## config.mk

```make
export PLATFORM = sky130hd
export DESIGN_NAME = shader_unit
export DESIGN_NICKNAME = d
export VERILOG_FILES = /design/src/shader_pkg.sv /design/src/shader_unit.sv /design/src/result_fifo.sv /design/src/valid_stall_pipe.sv /design/src/result_arbiter.sv /design/src/pixel_id_ram.sv /design/src/ray_id_pool.sv
export SDC_FILE = /design/constraint.sdc
export NUM_CORES = 2
export LEC_CHECK = 0
export ABC_AREA = 1
export BUFFER_PORTS_ARGS = -buffer_cell sky130_fd_sc_hd__buf_2
export CAP_MARGIN = 20
export CELL_PAD_IN_SITES_DETAIL_PLACEMENT = 0
export CELL_PAD_IN_SITES_GLOBAL_PLACEMENT = 1
export CORE_ASPECT_RATIO = 0.9
export CORE_UTILIZATION = 40
export DETAILED_ROUTE_END_ITERATION = 12
export PLACE_DENSITY_LB_ADDON = 0.25
export SYNTH_ARGS = -nofsm -noshare
export SYNTH_HDL_FRONTEND = slang
export SYNTH_SLANG_ARGS = --single-unit
```

## constraint.sdc

```tcl
create_clock -name clk -period 5.71 [get_ports clk]
set_input_delay 1.713 -clock clk [delete_from_list [all_inputs] [get_ports clk]]
set_output_delay 1.713 -clock clk [all_outputs]
set_load 0.02 [all_outputs]
```

## src/shader_pkg.sv

```systemverilog
`default_nettype none

package shader_pkg;

  // ----------------------------------------------------------
  // sizes
  // ----------------------------------------------------------
  localparam int NUM_RAYS          = 64;              // ray ids in flight
  localparam int RAY_ID_W          = $clog2(NUM_RAYS);
  localparam int RESULT_FIFO_DEPTH = 4;
  localparam int PIPE_DEPTH        = 2;

  typedef logic [RAY_ID_W-1:0] ray_id_t;
  typedef logic [15:0]         pixel_id_t;
  typedef logic [15:0]         tri_id_t;

  typedef struct packed {
    logic [7:0] r;
    logic [7:0] g;
    logic [7:0] b;
  } color_t;

  // fixed point, 16 bits per component
  typedef struct packed {
    logic [15:0] x;
    logic [15:0] y;
    logic [15:0] z;
  } vec3_t;

  typedef struct packed {
    vec3_t origin;
    vec3_t dir;
  } ray_vec_t;

  // ----------------------------------------------------------
  // link payloads
  // ----------------------------------------------------------
  typedef struct packed {
    pixel_id_t pixel_id;
    ray_vec_t  ray_vec;
  } prg_ray_t;

  typedef struct packed {
    ray_id_t  ray_id;
    logic     is_shadow;
    ray_vec_t ray_vec;
  } trace_req_t;

  typedef struct packed {
    ray_id_t ray_id;
    tri_id_t tri_id;
  } pcalc_result_t;

  typedef struct packed {
    ray_id_t ray_id;
  } int_result_t;

  typedef struct packed {
    ray_id_t ray_id;
    logic    is_shadow;
  } sint_result_t;

  typedef struct packed {
    ray_id_t ray_id;
    logic    is_shadow;
  } ss_result_t;

  // arbiter and pipe payload
  typedef struct packed {
    ray_id_t ray_id;
    tri_id_t tri_id;
    logic    is_hit;
    logic    bb_miss;
    logic    is_shadow;
  } shade_req_t;

  // result fifo payload, ray id already swapped for its pixel
  typedef struct packed {
    pixel_id_t pixel_id;
    tri_id_t   tri_id;
    logic      is_hit;
    logic      bb_miss;
    logic      is_shadow;
  } shade_entry_t;

  typedef struct packed {
    pixel_id_t pixel_id;
    color_t    color;
  } pixel_entry_t;

  // ----------------------------------------------------------
  // colours
  // ----------------------------------------------------------
  localparam color_t MISS_COLOR        = 24'h203040;
  localparam color_t TRI0_COLOR        = 24'hff0000;  // red
  localparam color_t TRI1_COLOR        = 24'h00ff00;  // green
  localparam color_t TRI2_COLOR        = 24'hffff00;  // yellow
  localparam color_t TRI3_COLOR        = 24'h00ffff;  // cyan
  localparam color_t SHADOW_HIT_COLOR  = 24'h0000ff;  // blue
  localparam color_t SHADOW_MISS_COLOR = 24'h808080;
  localparam color_t BB_MISS_COLOR     = 24'hff00ff;  // magenta
  localparam color_t UNKNOWN_TRI_COLOR = 24'h000000;

endpackage

`default_nettype wire
```

## src/shader_unit.sv

```systemverilog
`timescale 1ns/1ps
`default_nettype none

module shader_unit
  import shader_pkg::*;
(
  input  wire logic    clk,
  input  wire logic    rst_n,

  input  wire logic    prg_valid,
  input  prg_ray_t     prg_data,
  output logic         prg_stall,

  input  wire logic    pcalc_valid,
  input  pcalc_result_t pcalc_data,
  output logic         pcalc_stall,

  input  wire logic    int_valid,
  input  int_result_t  int_data,
  output logic         int_stall,

  input  wire logic    sint_valid,
  input  sint_result_t sint_data,
  output logic         sint_stall,

  input  wire logic    ss_valid,
  input  ss_result_t   ss_data,
  output logic         ss_stall,

  output logic         pb_we,
  input  wire logic    pb_full,
  output pixel_entry_t pb_data,

  output logic         trace_valid,
  output trace_req_t   trace_data,
  input  wire logic    trace_stall,

  output logic         raystore_we,
  output ray_id_t      raystore_addr,
  output ray_vec_t     raystore_data
);

  ray_id_t      head_id;
  logic         pool_empty;
  logic         pool_loading;
  logic         prg_accept;
  pixel_id_t    ram_rdata;

  logic [3:0]       arb_valid_us;
  logic [3:0]       arb_stall_us;
  shade_req_t [3:0] arb_data_us;
  logic             arb_valid_ds;
  logic             arb_stall_ds;
  shade_req_t       arb_data_ds;

  logic         pipe_us_stall;
  logic         pipe_ds_valid;
  shade_req_t   pipe_ds_data;
  logic [2:0]   fifo_free;
  logic         fifo_empty;
  shade_entry_t fifo_wdata;
  shade_entry_t fifo_rdata;

  // ----------------------------------------------------------
  // ray intake, zero cycle path to the trace engine
  // ----------------------------------------------------------
  assign prg_stall   = trace_stall | pool_empty;
  assign trace_valid = prg_valid & ~pool_empty;
  assign prg_accept  = prg_valid & ~prg_stall;

  always_comb begin
    trace_data.ray_id    = head_id;
    trace_data.is_shadow = 1'b0;          // primary rays only
    trace_data.ray_vec   = prg_data.ray_vec;
  end

  assign raystore_we   = prg_accept;
  assign raystore_addr = head_id;
  assign raystore_data = prg_data.ray_vec;

  // id freed once its pixel is read at the pipe output
  ray_id_pool u_pool (
    .clk, .rst_n,
    .push    (pipe_ds_valid),
    .push_id (pipe_ds_data.ray_id),
    .pop     (prg_accept),
    .head_id (head_id),
    .empty   (pool_empty),
    .loading (pool_loading)
  );

  pixel_id_ram u_ram (
    .clk,
    .we    (prg_accept),
    .waddr (head_id),
    .wdata (prg_data.pixel_id),
    .raddr (pipe_ds_data.ray_id),
    .rdata (ram_rdata)
  );

  // ----------------------------------------------------------
  // result mapping into the arbiter
  // ----------------------------------------------------------
  always_comb begin
    arb_data_us[0] = '{ray_id: pcalc_data.ray_id, tri_id: pcalc_data.tri_id,
                       is_hit: 1'b1, bb_miss: 1'b0, is_shadow: 1'b0};
    arb_data_us[1] = '{ray_id: int_data.ray_id, tri_id: '0,
                       is_hit: 1'b1, bb_miss: 1'b0, is_shadow: 1'b1};
    arb_data_us[2] = '{ray_id: sint_data.ray_id, tri_id: '0,
                       is_hit: 1'b0, bb_miss: 1'b1, is_shadow: sint_data.is_shadow};
    arb_data_us[3] = '{ray_id: ss_data.ray_id, tri_id: '0,
                       is_hit: 1'b0, bb_miss: 1'b0, is_shadow: ss_data.is_shadow};
  end

  assign arb_valid_us = {ss_valid, sint_valid, int_valid, pcalc_valid};
  assign pcalc_stall  = arb_stall_us[0];
  assign int_stall    = arb_stall_us[1];
  assign sint_stall   = arb_stall_us[2];
  assign ss_stall     = arb_stall_us[3];

  // held off while the pool is still filling
  assign arb_stall_ds = pipe_us_stall | pool_loading;

  result_arbiter u_arb (
    .clk, .rst_n,
    .valid_us (arb_valid_us),
    .data_us  (arb_data_us),
    .stall_us (arb_stall_us),
    .valid_ds (arb_valid_ds),
    .data_ds  (arb_data_ds),
    .stall_ds (arb_stall_ds)
  );

  valid_stall_pipe u_pipe (
    .clk, .rst_n,
    .us_valid   (arb_valid_ds & ~pool_loading),
    .us_data    (arb_data_ds),
    .us_stall   (pipe_us_stall),
    .ds_valid   (pipe_ds_valid),
    .ds_data    (pipe_ds_data),
    .free_slots (fifo_free)
  );

  // ----------------------------------------------------------
  // pixel lookup and output queue
  // ----------------------------------------------------------
  always_comb begin
    fifo_wdata.pixel_id  = ram_rdata;
    fifo_wdata.tri_id    = pipe_ds_data.tri_id;
    fifo_wdata.is_hit    = pipe_ds_data.is_hit;
    fifo_wdata.bb_miss   = pipe_ds_data.bb_miss;
    fifo_wdata.is_shadow = pipe_ds_data.is_shadow;
  end

  result_fifo u_fifo (
    .clk, .rst_n,
    .we         (pipe_ds_valid),
    .wdata      (fifo_wdata),
    .re         (pb_we),
    .rdata      (fifo_rdata),
    .empty      (fifo_empty),
    .free_slots (fifo_free)
  );

  assign pb_we = ~fifo_empty & ~pb_full;

  function automatic color_t calc_color(shade_entry_t e);
    color_t c;
    casez ({e.bb_miss, e.is_shadow, e.is_hit})
      3'b1??:  c = BB_MISS_COLOR;
      3'b010:  c = SHADOW_MISS_COLOR;
      3'b000:  c = MISS_COLOR;
      3'b011:  c = SHADOW_HIT_COLOR;
      default: begin                  // plain hit, colour by triangle
        case (e.tri_id)
          16'd0:   c = TRI0_COLOR;
          16'd1:   c = TRI1_COLOR;
          16'd2:   c = TRI2_COLOR;
          16'd3:   c = TRI3_COLOR;
          default: c = UNKNOWN_TRI_COLOR;
        endcase
      end
    endcase
    return c;
  endfunction

  always_comb begin
    pb_data.pixel_id = fifo_rdata.pixel_id;
    pb_data.color    = calc_color(fifo_rdata);
  end

endmodule

`default_nettype wire

```

## src/result_fifo.sv

```systemverilog
`timescale 1ns/1ps
`default_nettype none

module result_fifo
  import shader_pkg::*;
(
  input  wire logic  clk,
  input  wire logic  rst_n,
  input  wire logic  we,
  input  shade_entry_t wdata,
  input  wire logic  re,
  output shade_entry_t rdata,
  output logic       empty,
  output logic [2:0] free_slots
);

  shade_entry_t mem [RESULT_FIFO_DEPTH];

  logic [$clog2(RESULT_FIFO_DEPTH)-1:0] wr_ptr;
  logic [$clog2(RESULT_FIFO_DEPTH)-1:0] rd_ptr;
  logic [2:0]                           count;
  logic                                 full;
  logic                                 do_wr;
  logic                                 do_rd;

  assign full  = (count == 3'(RESULT_FIFO_DEPTH));
  assign empty = (count == '0);
  assign do_wr = we & ~full;    // pipe reserves a slot ahead of time
  assign do_rd = re & ~empty;

  always_ff @(posedge clk) begin
    if (do_wr) begin
      mem[wr_ptr] <= wdata;
    end
  end

  // ----------------------------------------------------------
  // pointers and count
  // ----------------------------------------------------------
  always_ff @(posedge clk or negedge rst_n) begin
    if (!rst_n) begin
      wr_ptr <= '0;
      rd_ptr <= '0;
      count  <= '0;
    end else begin
      if (do_wr) begin
        wr_ptr <= wr_ptr + 1'b1;
      end
      if (do_rd) begin
        rd_ptr <= rd_ptr + 1'b1;
      end
      case ({do_wr, do_rd})
        2'b10:   count <= count + 1'b1;
        2'b01:   count <= count - 1'b1;
        default: count <= count;
      endcase
    end
  end

  assign rdata      = mem[rd_ptr];                   // head, shown while not empty
  assign free_slots = 3'(RESULT_FIFO_DEPTH) - count;

endmodule

`default_nettype wire

```

## src/valid_stall_pipe.sv

```systemverilog
`timescale 1ns/1ps
`default_nettype none

module valid_stall_pipe
  import shader_pkg::*;
(
  input  wire logic       clk,
  input  wire logic       rst_n,
  input  wire logic       us_valid,
  input  shade_req_t      us_data,
  output logic            us_stall,
  output logic            ds_valid,
  output shade_req_t      ds_data,
  input  wire logic [2:0] free_slots
);

  logic [PIPE_DEPTH-1:0] stage_valid;
  shade_req_t            stage_data [PIPE_DEPTH];
  logic [PIPE_DEPTH-1:0] open;        // stage can take an item this cycle
  logic [2:0]            in_flight;   // items already bound for the fifo
  logic                  room;

  // last stage writes the fifo every cycle it is valid,
  // so entry into it needs a slot beyond what is already going in
  assign in_flight = {2'b00, stage_valid[PIPE_DEPTH-1]};
  assign room      = free_slots > in_flight;

  always_comb begin
    open[PIPE_DEPTH-1] = room;
    for (int k = PIPE_DEPTH - 2; k >= 0; k--) begin
      open[k] = ~stage_valid[k] | open[k+1];
    end
  end

  assign us_stall = ~open[0];

  always_ff @(posedge clk or negedge rst_n) begin
    if (!rst_n) begin
      stage_valid <= '0;
    end else begin
      if (open[0]) begin
        stage_valid[0] <= us_valid;
      end
      for (int k = 1; k < PIPE_DEPTH - 1; k++) begin
        if (open[k]) begin
          stage_valid[k] <= stage_valid[k-1];
        end
      end
      stage_valid[PIPE_DEPTH-1] <= room & stage_valid[PIPE_DEPTH-2];  // drains always
    end
  end

  always_ff @(posedge clk) begin
    if (open[0]) begin
      stage_data[0] <= us_data;
    end
    for (int k = 1; k < PIPE_DEPTH; k++) begin
      if (open[k]) begin
        stage_data[k] <= stage_data[k-1];
      end
    end
  end

  assign ds_valid = stage_valid[PIPE_DEPTH-1];
  assign ds_data  = stage_data[PIPE_DEPTH-1];

endmodule

`default_nettype wire

```

## src/result_arbiter.sv

```systemverilog
`timescale 1ns/1ps
`default_nettype none

module result_arbiter
  import shader_pkg::*;
(
  input  wire logic        clk,
  input  wire logic        rst_n,
  input  wire logic [3:0]  valid_us,
  input  shade_req_t [3:0] data_us,
  output logic [3:0]       stall_us,
  output logic             valid_ds,
  output shade_req_t       data_ds,
  input  wire logic        stall_ds
);

  logic [1:0] last;     // previous winner
  logic [1:0] win;
  logic       found;
  logic [3:0] grant;
  logic       load;     // output reg empty or draining

  // ----------------------------------------------------------
  // round robin search, starting after last winner
  // ----------------------------------------------------------
  always_comb begin
    logic [1:0] idx;
    win   = last;
    found = 1'b0;
    for (int i = 1; i <= 4; i++) begin
      idx = last + 2'(i);
      if (!found && valid_us[idx]) begin
        found = 1'b1;
        win   = idx;
      end
    end
  end

  always_comb begin
    grant      = '0;
    grant[win] = found;
  end

  assign load     = ~valid_ds | ~stall_ds;
  assign stall_us = ~(grant & {4{load}});   // losers and held inputs stall

  // ----------------------------------------------------------
  // output register
  // ----------------------------------------------------------
  always_ff @(posedge clk or negedge rst_n) begin
    if (!rst_n) begin
      valid_ds <= 1'b0;
      last     <= 2'd3;                      // input 0 goes first
    end else if (load) begin
      valid_ds <= found;
      if (found) begin
        last <= win;
      end
    end
  end

  always_ff @(posedge clk) begin
    if (load && found) begin
      data_ds <= data_us[win];
    end
  end

endmodule

`default_nettype wire

```

## src/pixel_id_ram.sv

```systemverilog
`timescale 1ns/1ps
`default_nettype none

module pixel_id_ram
  import shader_pkg::*;
(
  input  wire logic clk,
  input  wire logic we,
  input  ray_id_t   waddr,
  input  pixel_id_t wdata,
  input  ray_id_t   raddr,
  output pixel_id_t rdata
);

  // one pixel per ray id
  pixel_id_t mem [NUM_RAYS];

  always_ff @(posedge clk) begin
    if (we) begin
      mem[waddr] <= wdata;
    end
  end

  // async read, looked up in the same cycle the pipe presents the id
  assign rdata = mem[raddr];

endmodule

`default_nettype wire

```

## src/ray_id_pool.sv

```systemverilog
`timescale 1ns/1ps
`default_nettype none

module ray_id_pool
  import shader_pkg::*;
(
  input  wire logic clk,
  input  wire logic rst_n,
  input  wire logic push,
  input  ray_id_t   push_id,
  input  wire logic pop,
  output ray_id_t   head_id,
  output logic      empty,
  output logic      loading
);

  ray_id_t mem [NUM_RAYS];

  ray_id_t             wr_ptr;
  ray_id_t             rd_ptr;
  logic [RAY_ID_W:0]   count;    // 0 .. NUM_RAYS
  ray_id_t             load_cnt;

  logic    wr_en;
  logic    rd_en;
  ray_id_t wr_data;

  // ----------------------------------------------------------
  // write side, fill from counter during load
  // ----------------------------------------------------------
  assign wr_en   = loading | push;              // push ignored while loading
  assign wr_data = loading ? load_cnt : push_id;
  assign rd_en   = pop & ~empty;

  always_ff @(posedge clk) begin
    if (wr_en) begin
      mem[wr_ptr] <= wr_data;
    end
  end

  always_ff @(posedge clk or negedge rst_n) begin
    if (!rst_n) begin
      loading  <= 1'b1;
      load_cnt <= '0;
    end else if (loading) begin
      load_cnt <= load_cnt + 1'b1;
      if (load_cnt == ray_id_t'(NUM_RAYS - 1)) begin
        loading <= 1'b0;                         // every id written once
      end
    end
  end

  // ----------------------------------------------------------
  // pointers and occupancy
  // ----------------------------------------------------------
  always_ff @(posedge clk or negedge rst_n) begin
    if (!rst_n) begin
      wr_ptr <= '0;
      rd_ptr <= '0;
      count  <= '0;
    end else begin
      if (wr_en) begin
        wr_ptr <= wr_ptr + 1'b1;  // wraps at NUM_RAYS
      end
      if (rd_en) begin
        rd_ptr <= rd_ptr + 1'b1;
      end
      case ({wr_en, rd_en})
        2'b10:   count <= count + 1'b1;
        2'b01:   count <= count - 1'b1;
        default: count <= count;
      endcase
    end
  end

  // ids are unique so count never passes NUM_RAYS
  assign empty   = (count == '0);
  assign head_id = mem[rd_ptr];

endmodule

`default_nettype wire

```

# Yosys cells after proc, flatten, opt, wreduce, memory -nomap -nowiden

Memories as Yosys holds them, arrays and structs flattened.
Cells that the tools add are included.

Flip-flop bits (word level): 63
Output and inout port bits: 253
Memories: 4
Latch bits: 0
Input port bits: 163
Memory bits (writable): 1598
Bits in read-only memories: 0

Memory list:

| memory            | words | width | read ports | clocked after Yosys merged registers in | wr ports | line                   | text |
|---|---|---|---|---|---|---|---|
| u_ram.mem         | 64    | 16    | 1          | 0                                       | 1        | pixel_id_ram.sv:16     | `pixel_id_t mem [NUM_RAYS];` |
| u_pool.mem        | 64    | 6     | 1          | 0                                       | 1        | ray_id_pool.sv:17      | `ray_id_t mem [NUM_RAYS];` |
| u_fifo.mem        | 4     | 35    | 1          | 0                                       | 1        | result_fifo.sv:17      | `shade_entry_t mem [RESULT_FIFO_DEPTH];` |
| u_pipe.stage_data | 2     | 25    | 2          | 0                                       | 2        | valid_stall_pipe.sv:18 | `shade_req_t stage_data [PIPE_DEPTH];` |

Mux-type cells: 37
Order comparisons: 7
Reductions and logical operators: 15
Shift operators: 0
Bitwise logic cells: 26
$mul: 0
Equality and inequality tests: 11
$add $sub $neg: 13
Div/mod/pow operators: 0

Operators by type and width:

| operator            | number |
|---|---|
| $pmux 24 s4         | 2 |
| $bmux 25 s2         | 1 |
| $eq 16x2->1 const B | 2 |
| $mux 25             | 1 |
| $mux 1              | 21 |
| $add 6x1->6 const B | 3 |
| $eq 16x1->1 const B | 1 |
| $logic_not 16->1    | 1 |
| $lt 2x3->1 const B  | 5 |
| $pmux 7 s2          | 1 |
| $not 1->1           | 10 |
| $and 1x1->1         | 8 |
| $and 4x4->4         | 2 |
| $bmux 1 s2          | 4 |
| $mux 2              | 4 |
| $add 7x1->7 const B | 1 |
| $logic_not 7->1     | 1 |
| $sub 7x1->7 const B | 1 |
| $add 2x1->2 const B | 3 |
| $eq 3x2->1 const B  | 2 |
| $eq 6x6->1 const B  | 1 |
| $logic_not 3->1     | 2 |
| $mux 6              | 1 |
| $pmux 3 s2          | 1 |
| other kinds (16)    | 30 |

# Longest topological paths before layout

Depth in word-level cells: 20
Depth in mapped cells: 18

# Modules after synthesis

Synthesis repeated with hierarchy kept, for this count alone.

Cell total of the unflattened synthesis: 6215
Area, all modules: 71399.7 um^2

By module, submodules not included:

| module           | cells each | sequential area each (um^2) | area an instance (um^2) | times used |
|---|---|---|---|---|
| pixel_id_ram     | 3501       | 30749.5                     | 41778.8                 | 1 |
| ray_id_pool      | 1535       | 12182.9                     | 17374.2                 | 1 |
| result_fifo      | 466        | 4379.2                      | 6268.5                  | 1 |
| result_arbiter   | 359        | 828.3                       | 2319.7                  | 1 |
| shader_unit      | 265        | 0.0                         | 1835.5                  | 1 |
| valid_stall_pipe | 89         | 1551.5                      | 1823.0                  | 1 |

# Worst setup path after synthesis

Ideal clock, no wire load.

Kind: register -> output
From: register u_fifo.count[0]
To: output port pcalc_stall
Buffers on the path: 0
Slack: -0.060 ns
Stages on the path, launching flop included: 9
Data required time: 3.997 ns
Arrival time: 4.057 ns
Cells stage by stage: dfrtp_1 > inv_1 > ha_1 > o21ai_0 > nor2_1 > o21ai_0 > nand2_1 > inv_1 > nand3_1

Word-level cells in the longest chain between the ends: 9

Ends and longest elaborated chain:

| what                     | line                   | text |
|---|---|---|
| start: declaration       | result_fifo.sv:21      | `logic [2:0] count;` |
| start signal: assignment | result_fifo.sv:53      | `2'b10: count <= count + 1'b1;` |
| start signal: assignment | result_fifo.sv:54      | `2'b01: count <= count - 1'b1;` |
| start signal: assignment | result_fifo.sv:55      | `default: count <= count;` |
| $sub 3x3->3              | result_fifo.sv:61      | `assign free_slots = 3'(RESULT_FIFO_DEPTH) - count;` |
| $gt 3x1->1               | valid_stall_pipe.sv:26 | `assign room = free_slots > in_flight;` |
| $or 1x1->1               | valid_stall_pipe.sv:31 | `open[k] = ~stage_valid[k] \| open[k+1];` |
| $not 1->1                | valid_stall_pipe.sv:35 | `assign us_stall = ~open[0];` |
| $or 1x1->1               | shader_unit.sv:122     | `assign arb_stall_ds = pipe_us_stall \| pool_loading;` |
| $not 1->1                | result_arbiter.sv:44   | `assign load = ~valid_ds \| ~stall_ds;` |
| $or 1x1->1               | result_arbiter.sv:44   |  |
| $and 4x4->4              | result_arbiter.sv:45   | `assign stall_us = ~(grant & {4{load}});` |
| $not 4->4                | result_arbiter.sv:45   |  |
| end: declaration         | shader_unit.sv:16      | `output logic pcalc_stall,` |

Every way passes these cells.

# Final worst setup path

From: register u_pool.rd_ptr[0]
To: output port raystore_addr[0]

Word-level cells in the longest chain between the ends: 1

Ends and longest elaborated chain:

| what                     | line              | text |
|---|---|---|
| start: declaration       | ray_id_pool.sv:20 | `ray_id_t rd_ptr;` |
| start signal: assignment | ray_id_pool.sv:66 | `rd_ptr <= rd_ptr + 1'b1;` |
| $mem_v2 64x6             | --                |  |
| end: declaration         | shader_unit.sv:39 | `output ray_id_t raystore_addr,` |

Every way passes these cells.

==> run metrics <==
status finished clean; #FFs+latches synth 1,661; Synth area leader edfxtp_1; Filler Cell Count 15,297; Worst-path clk slew 0.06 ns; first-pass GRT wire length 271,000 µm; clock root buffer clkbuf_16; setup bufs post-CTS 0; I/O Buffers 126; Critical path buffers and inverters 4; placed insts 7,476; Pre-Repair DR Iteration Count 5; Total Nets Final 5,581; Tmin final 5.30 ns; largest net degree at the start of global routing 154; combinational power share 36.6%; cts hold-fix bufs 0; DP HPWL 108,000 µm; worst-margin pin slew 1.06 ns; area of the multi-input gates 14,800 µm²; GP Congestion 0.782; H-tree Lvls 4; hold crit path type flop to flop; vias in the first global route 39,069; Synth Cell Area 67,900 µm²; Die Area 171,000 µm²; detailed router's first-iteration violation count 4,135; Hold Path Stages 0; Worst-Skew Late Latency 0.81 ns; initial antenna violation count 8; Seq/Total Area, Yosys 73.2%; Antenna Cells 0; # Max-Cap Violations 0; crit path cell chain inv_4, buf_12, buf_4, nand2_1, nand3_1, nand3_1, nand2_1, nor2_1, nand2_1, nand3_1, nand2_2, buf_2; critical path depth 12; Setup Viol. Count Final 0; Net Sw Power 17,000 µW; Vias 41,872; Vias/cell 5.38; Clock Path Buffers 3; post_cts resized 0; worst-path fanout max 34; Remaining Overflow, GRT 0; Detail Route Antenna Nets 0; row cnt 143; Critical Path Slowest Stage Cell dfrtp_4; Floorplan Core Area 169,000 µm²; synth top area cells edfxtp_1, o21ai_0, nor2_1; EDFF count, synth 1,623; Max Clk Rate 189 MHz; CTS Buf Count 171; final wirelength 187,000 µm; Critical Path Start Type flop; clk_skew 0.0291 ns; GRT Resource Usage Total 21.4%; library cells used by synthesis 50; Non-Filler Instances 7,779; Synth Instances 5,480; Main synth FF type edfxtp_1; peak supply drop 0.837 mV; Crit Path Category flop to output port; synthesized net count 5,659; Area growth syn-to-layout 10.9%; Required @ worst endpoint 4.00 ns; Slew headroom 29.7%; layout cells sized above 1 10.4%; Register Area 49,700 µm²; die height 393 µm; R2R depth 14; CTS tree yes; Final Hold Vio Count 0; Initial Util 40.2%; Syn. warnings 0; setup TNS 0 ns; Die W 436 µm; Sink Count 1,661; Synth top area share 71.8%; fraction of registers with async set/reset 2.29%; delay-heaviest family, CP buffers and inverters; unrepaired setup endpoints after global routing false; Syn Area/Cell 12.4 µm²; routed length per instance 24.0 µm; Crit. End Element output port; total leakage power 0.0255 µW; Int Power 25,800 µW; CP peak stage delay 0.59 ns; DRC viols 0; Worst EP arrival 3.58 ns; Pwr per Cell Area 568 nW/µm²; final critical-path share of the clock period 92.8%; clock power share 25.5%; switching share of power 39.7%; Slew Limit Fails 0; I/O pin count 416; Reg power frac 37.9%
stage by stage:
stage | total power [µW] | cell area (µm²) | hold slack, ns | util (%) | worst slack, ns
2_1_floorplan | 26300 | 67900 | 0.400 | - | 0.660
3_3_place_gp | 32100 | 69900 | 0.400 | 41.4 | 0.605
3_5_place_dp | 32200 | 69900 | 0.405 | 41.4 | 0.654
4_1_cts | 43100 | 75300 | 0.418 | 44.6 | 0.317
5_1_grt | 45000 | 75300 | 0.424 | 44.6 | 0.220
6_report | 42700 | 75300 | 0.413 | 44.6 | 0.412
power by group through the flow:
stage	registers (µW)	clock network, µW	logic (µW)
3_5_place_dp	16500	0	15700
2_1_floorplan	16300	0	9970
4_1_cts	16200	11100	15800
3_3_place_gp	16400	0	15700
5_1_grt	16300	11500	17100
6_report	16200	10900	15600
layout make-up:
cell class              count  area share, %
flip-flops and latches   1661           66.0
multi-input cells        3156           19.7
clock buffers             222           6.12
well taps                2247           3.74
repair buffers            289           2.71
clock inverters            81           1.06
inverters                 123          0.642
per-layer routing:
metal | track usage [%] | wire length, µm | part of all wire, %
met1 | 32.1 | 87700 | 47
met2 | 31.8 | 82200 | 44
met3 | 4.37 | 13500 | 7.2
met4 | 4.68 | 3030 | 1.6
met5 | 0.934 | 195 | 0.10
synthesized netlist by cell type, types with 4 or more instances:
cell type,instances
nor3_1,12
xnor2_1,7
o22ai_1,268
nand3_1,203
o21ai_1,22
nand4_1,9
a21oi_1,79
dfrtp_1,35
nand3_2,4
nor2_1,1005
o211ai_1,52
buf_1,8
o221ai_1,5
nand2_2,5
xor2_1,22
nand2_1,594
nor4_1,7
o21ai_0,808
or2_2,5
ha_1,15
inv_1,109
edfxtp_1,1623
nand2_4,4
buf_4,227
buf_2,88
clkbuf_1,215
inv_2,10
registers in the layout, summed over array words and instances (netlist names), 6 cells and up:
name / flops
u_pool.count: 7
u_pool.load_cnt: 6
u_pipe.stage_data: 50
u_pool.rd_ptr: 6
u_arb.data_ds: 25
u_pool.mem: 384
u_pool.wr_ptr: 6
u_ram.mem: 1024
u_fifo.mem: 140
worst paths after layout:
| kind | from | to | slack, ns |
|---|---|---|---|
| worst min-delay path | u_pipe.stage_data[0][23] | u_pipe.stage_data[0][48] | 0.41 |
| worst max register to register | u_pool.rd_ptr[1] | u_ram.mem[0][6] | 1.46 |
| worst max-delay path | u_pool.rd_ptr[0] | raystore_addr[0] | 0.41 |
| worst min register to register | u_pipe.stage_data[0][23] | u_pipe.stage_data[0][48] | 0.41 |
| max in group asynchronous | rst_n | u_pool.rd_ptr[1] | 4.27 |
| min in group asynchronous | rst_n | u_pool.count[4] | 1.00 |
cell families (layout without fill, tap and decap cells):
kind of cell	count (synthesis)	after routing	synth area share, %
other cells	1	1	0.00552
flops	1661	1661	73.2
simple gates	1861	1861	11.0
xor+xnor	29	29	0.374
buf+inv	663	715	5.11
compound gates	1248	1248	9.98
fa+ha+maj	16	16	0.306
mux	1	1	0.0166
placed cells by master (no fill, tap or decap), types with 15 or more instances in the layout:
| cell type | netlist | layout |
|---|---|---|
| inv_1 | 109 | 107 |
| nor2_1 | 1005 | 1000 |
| xor2_1 | 22 | 22 |
| ha_1 | 15 | 15 |
| a21oi_1 | 79 | 79 |
| buf_12 | 0 | 15 |
| buf_4 | 227 | 148 |
| nand3_1 | 203 | 203 |
| clkbuf_1 | 215 | 42 |
| nand2_1 | 594 | 594 |
| clkinv_2 | 0 | 20 |
| o21ai_0 | 808 | 801 |
| edfxtp_1 | 1623 | 1623 |
| o21ai_1 | 22 | 22 |
| o22ai_1 | 268 | 268 |
| buf_2 | 88 | 126 |
| dfrtp_1 | 35 | 33 |
| clkinv_1 | 3 | 39 |
| clkbuf_16 | 0 | 175 |
| o211ai_1 | 52 | 52 |
No activity file was read; power rests on OpenSTA's default activity.
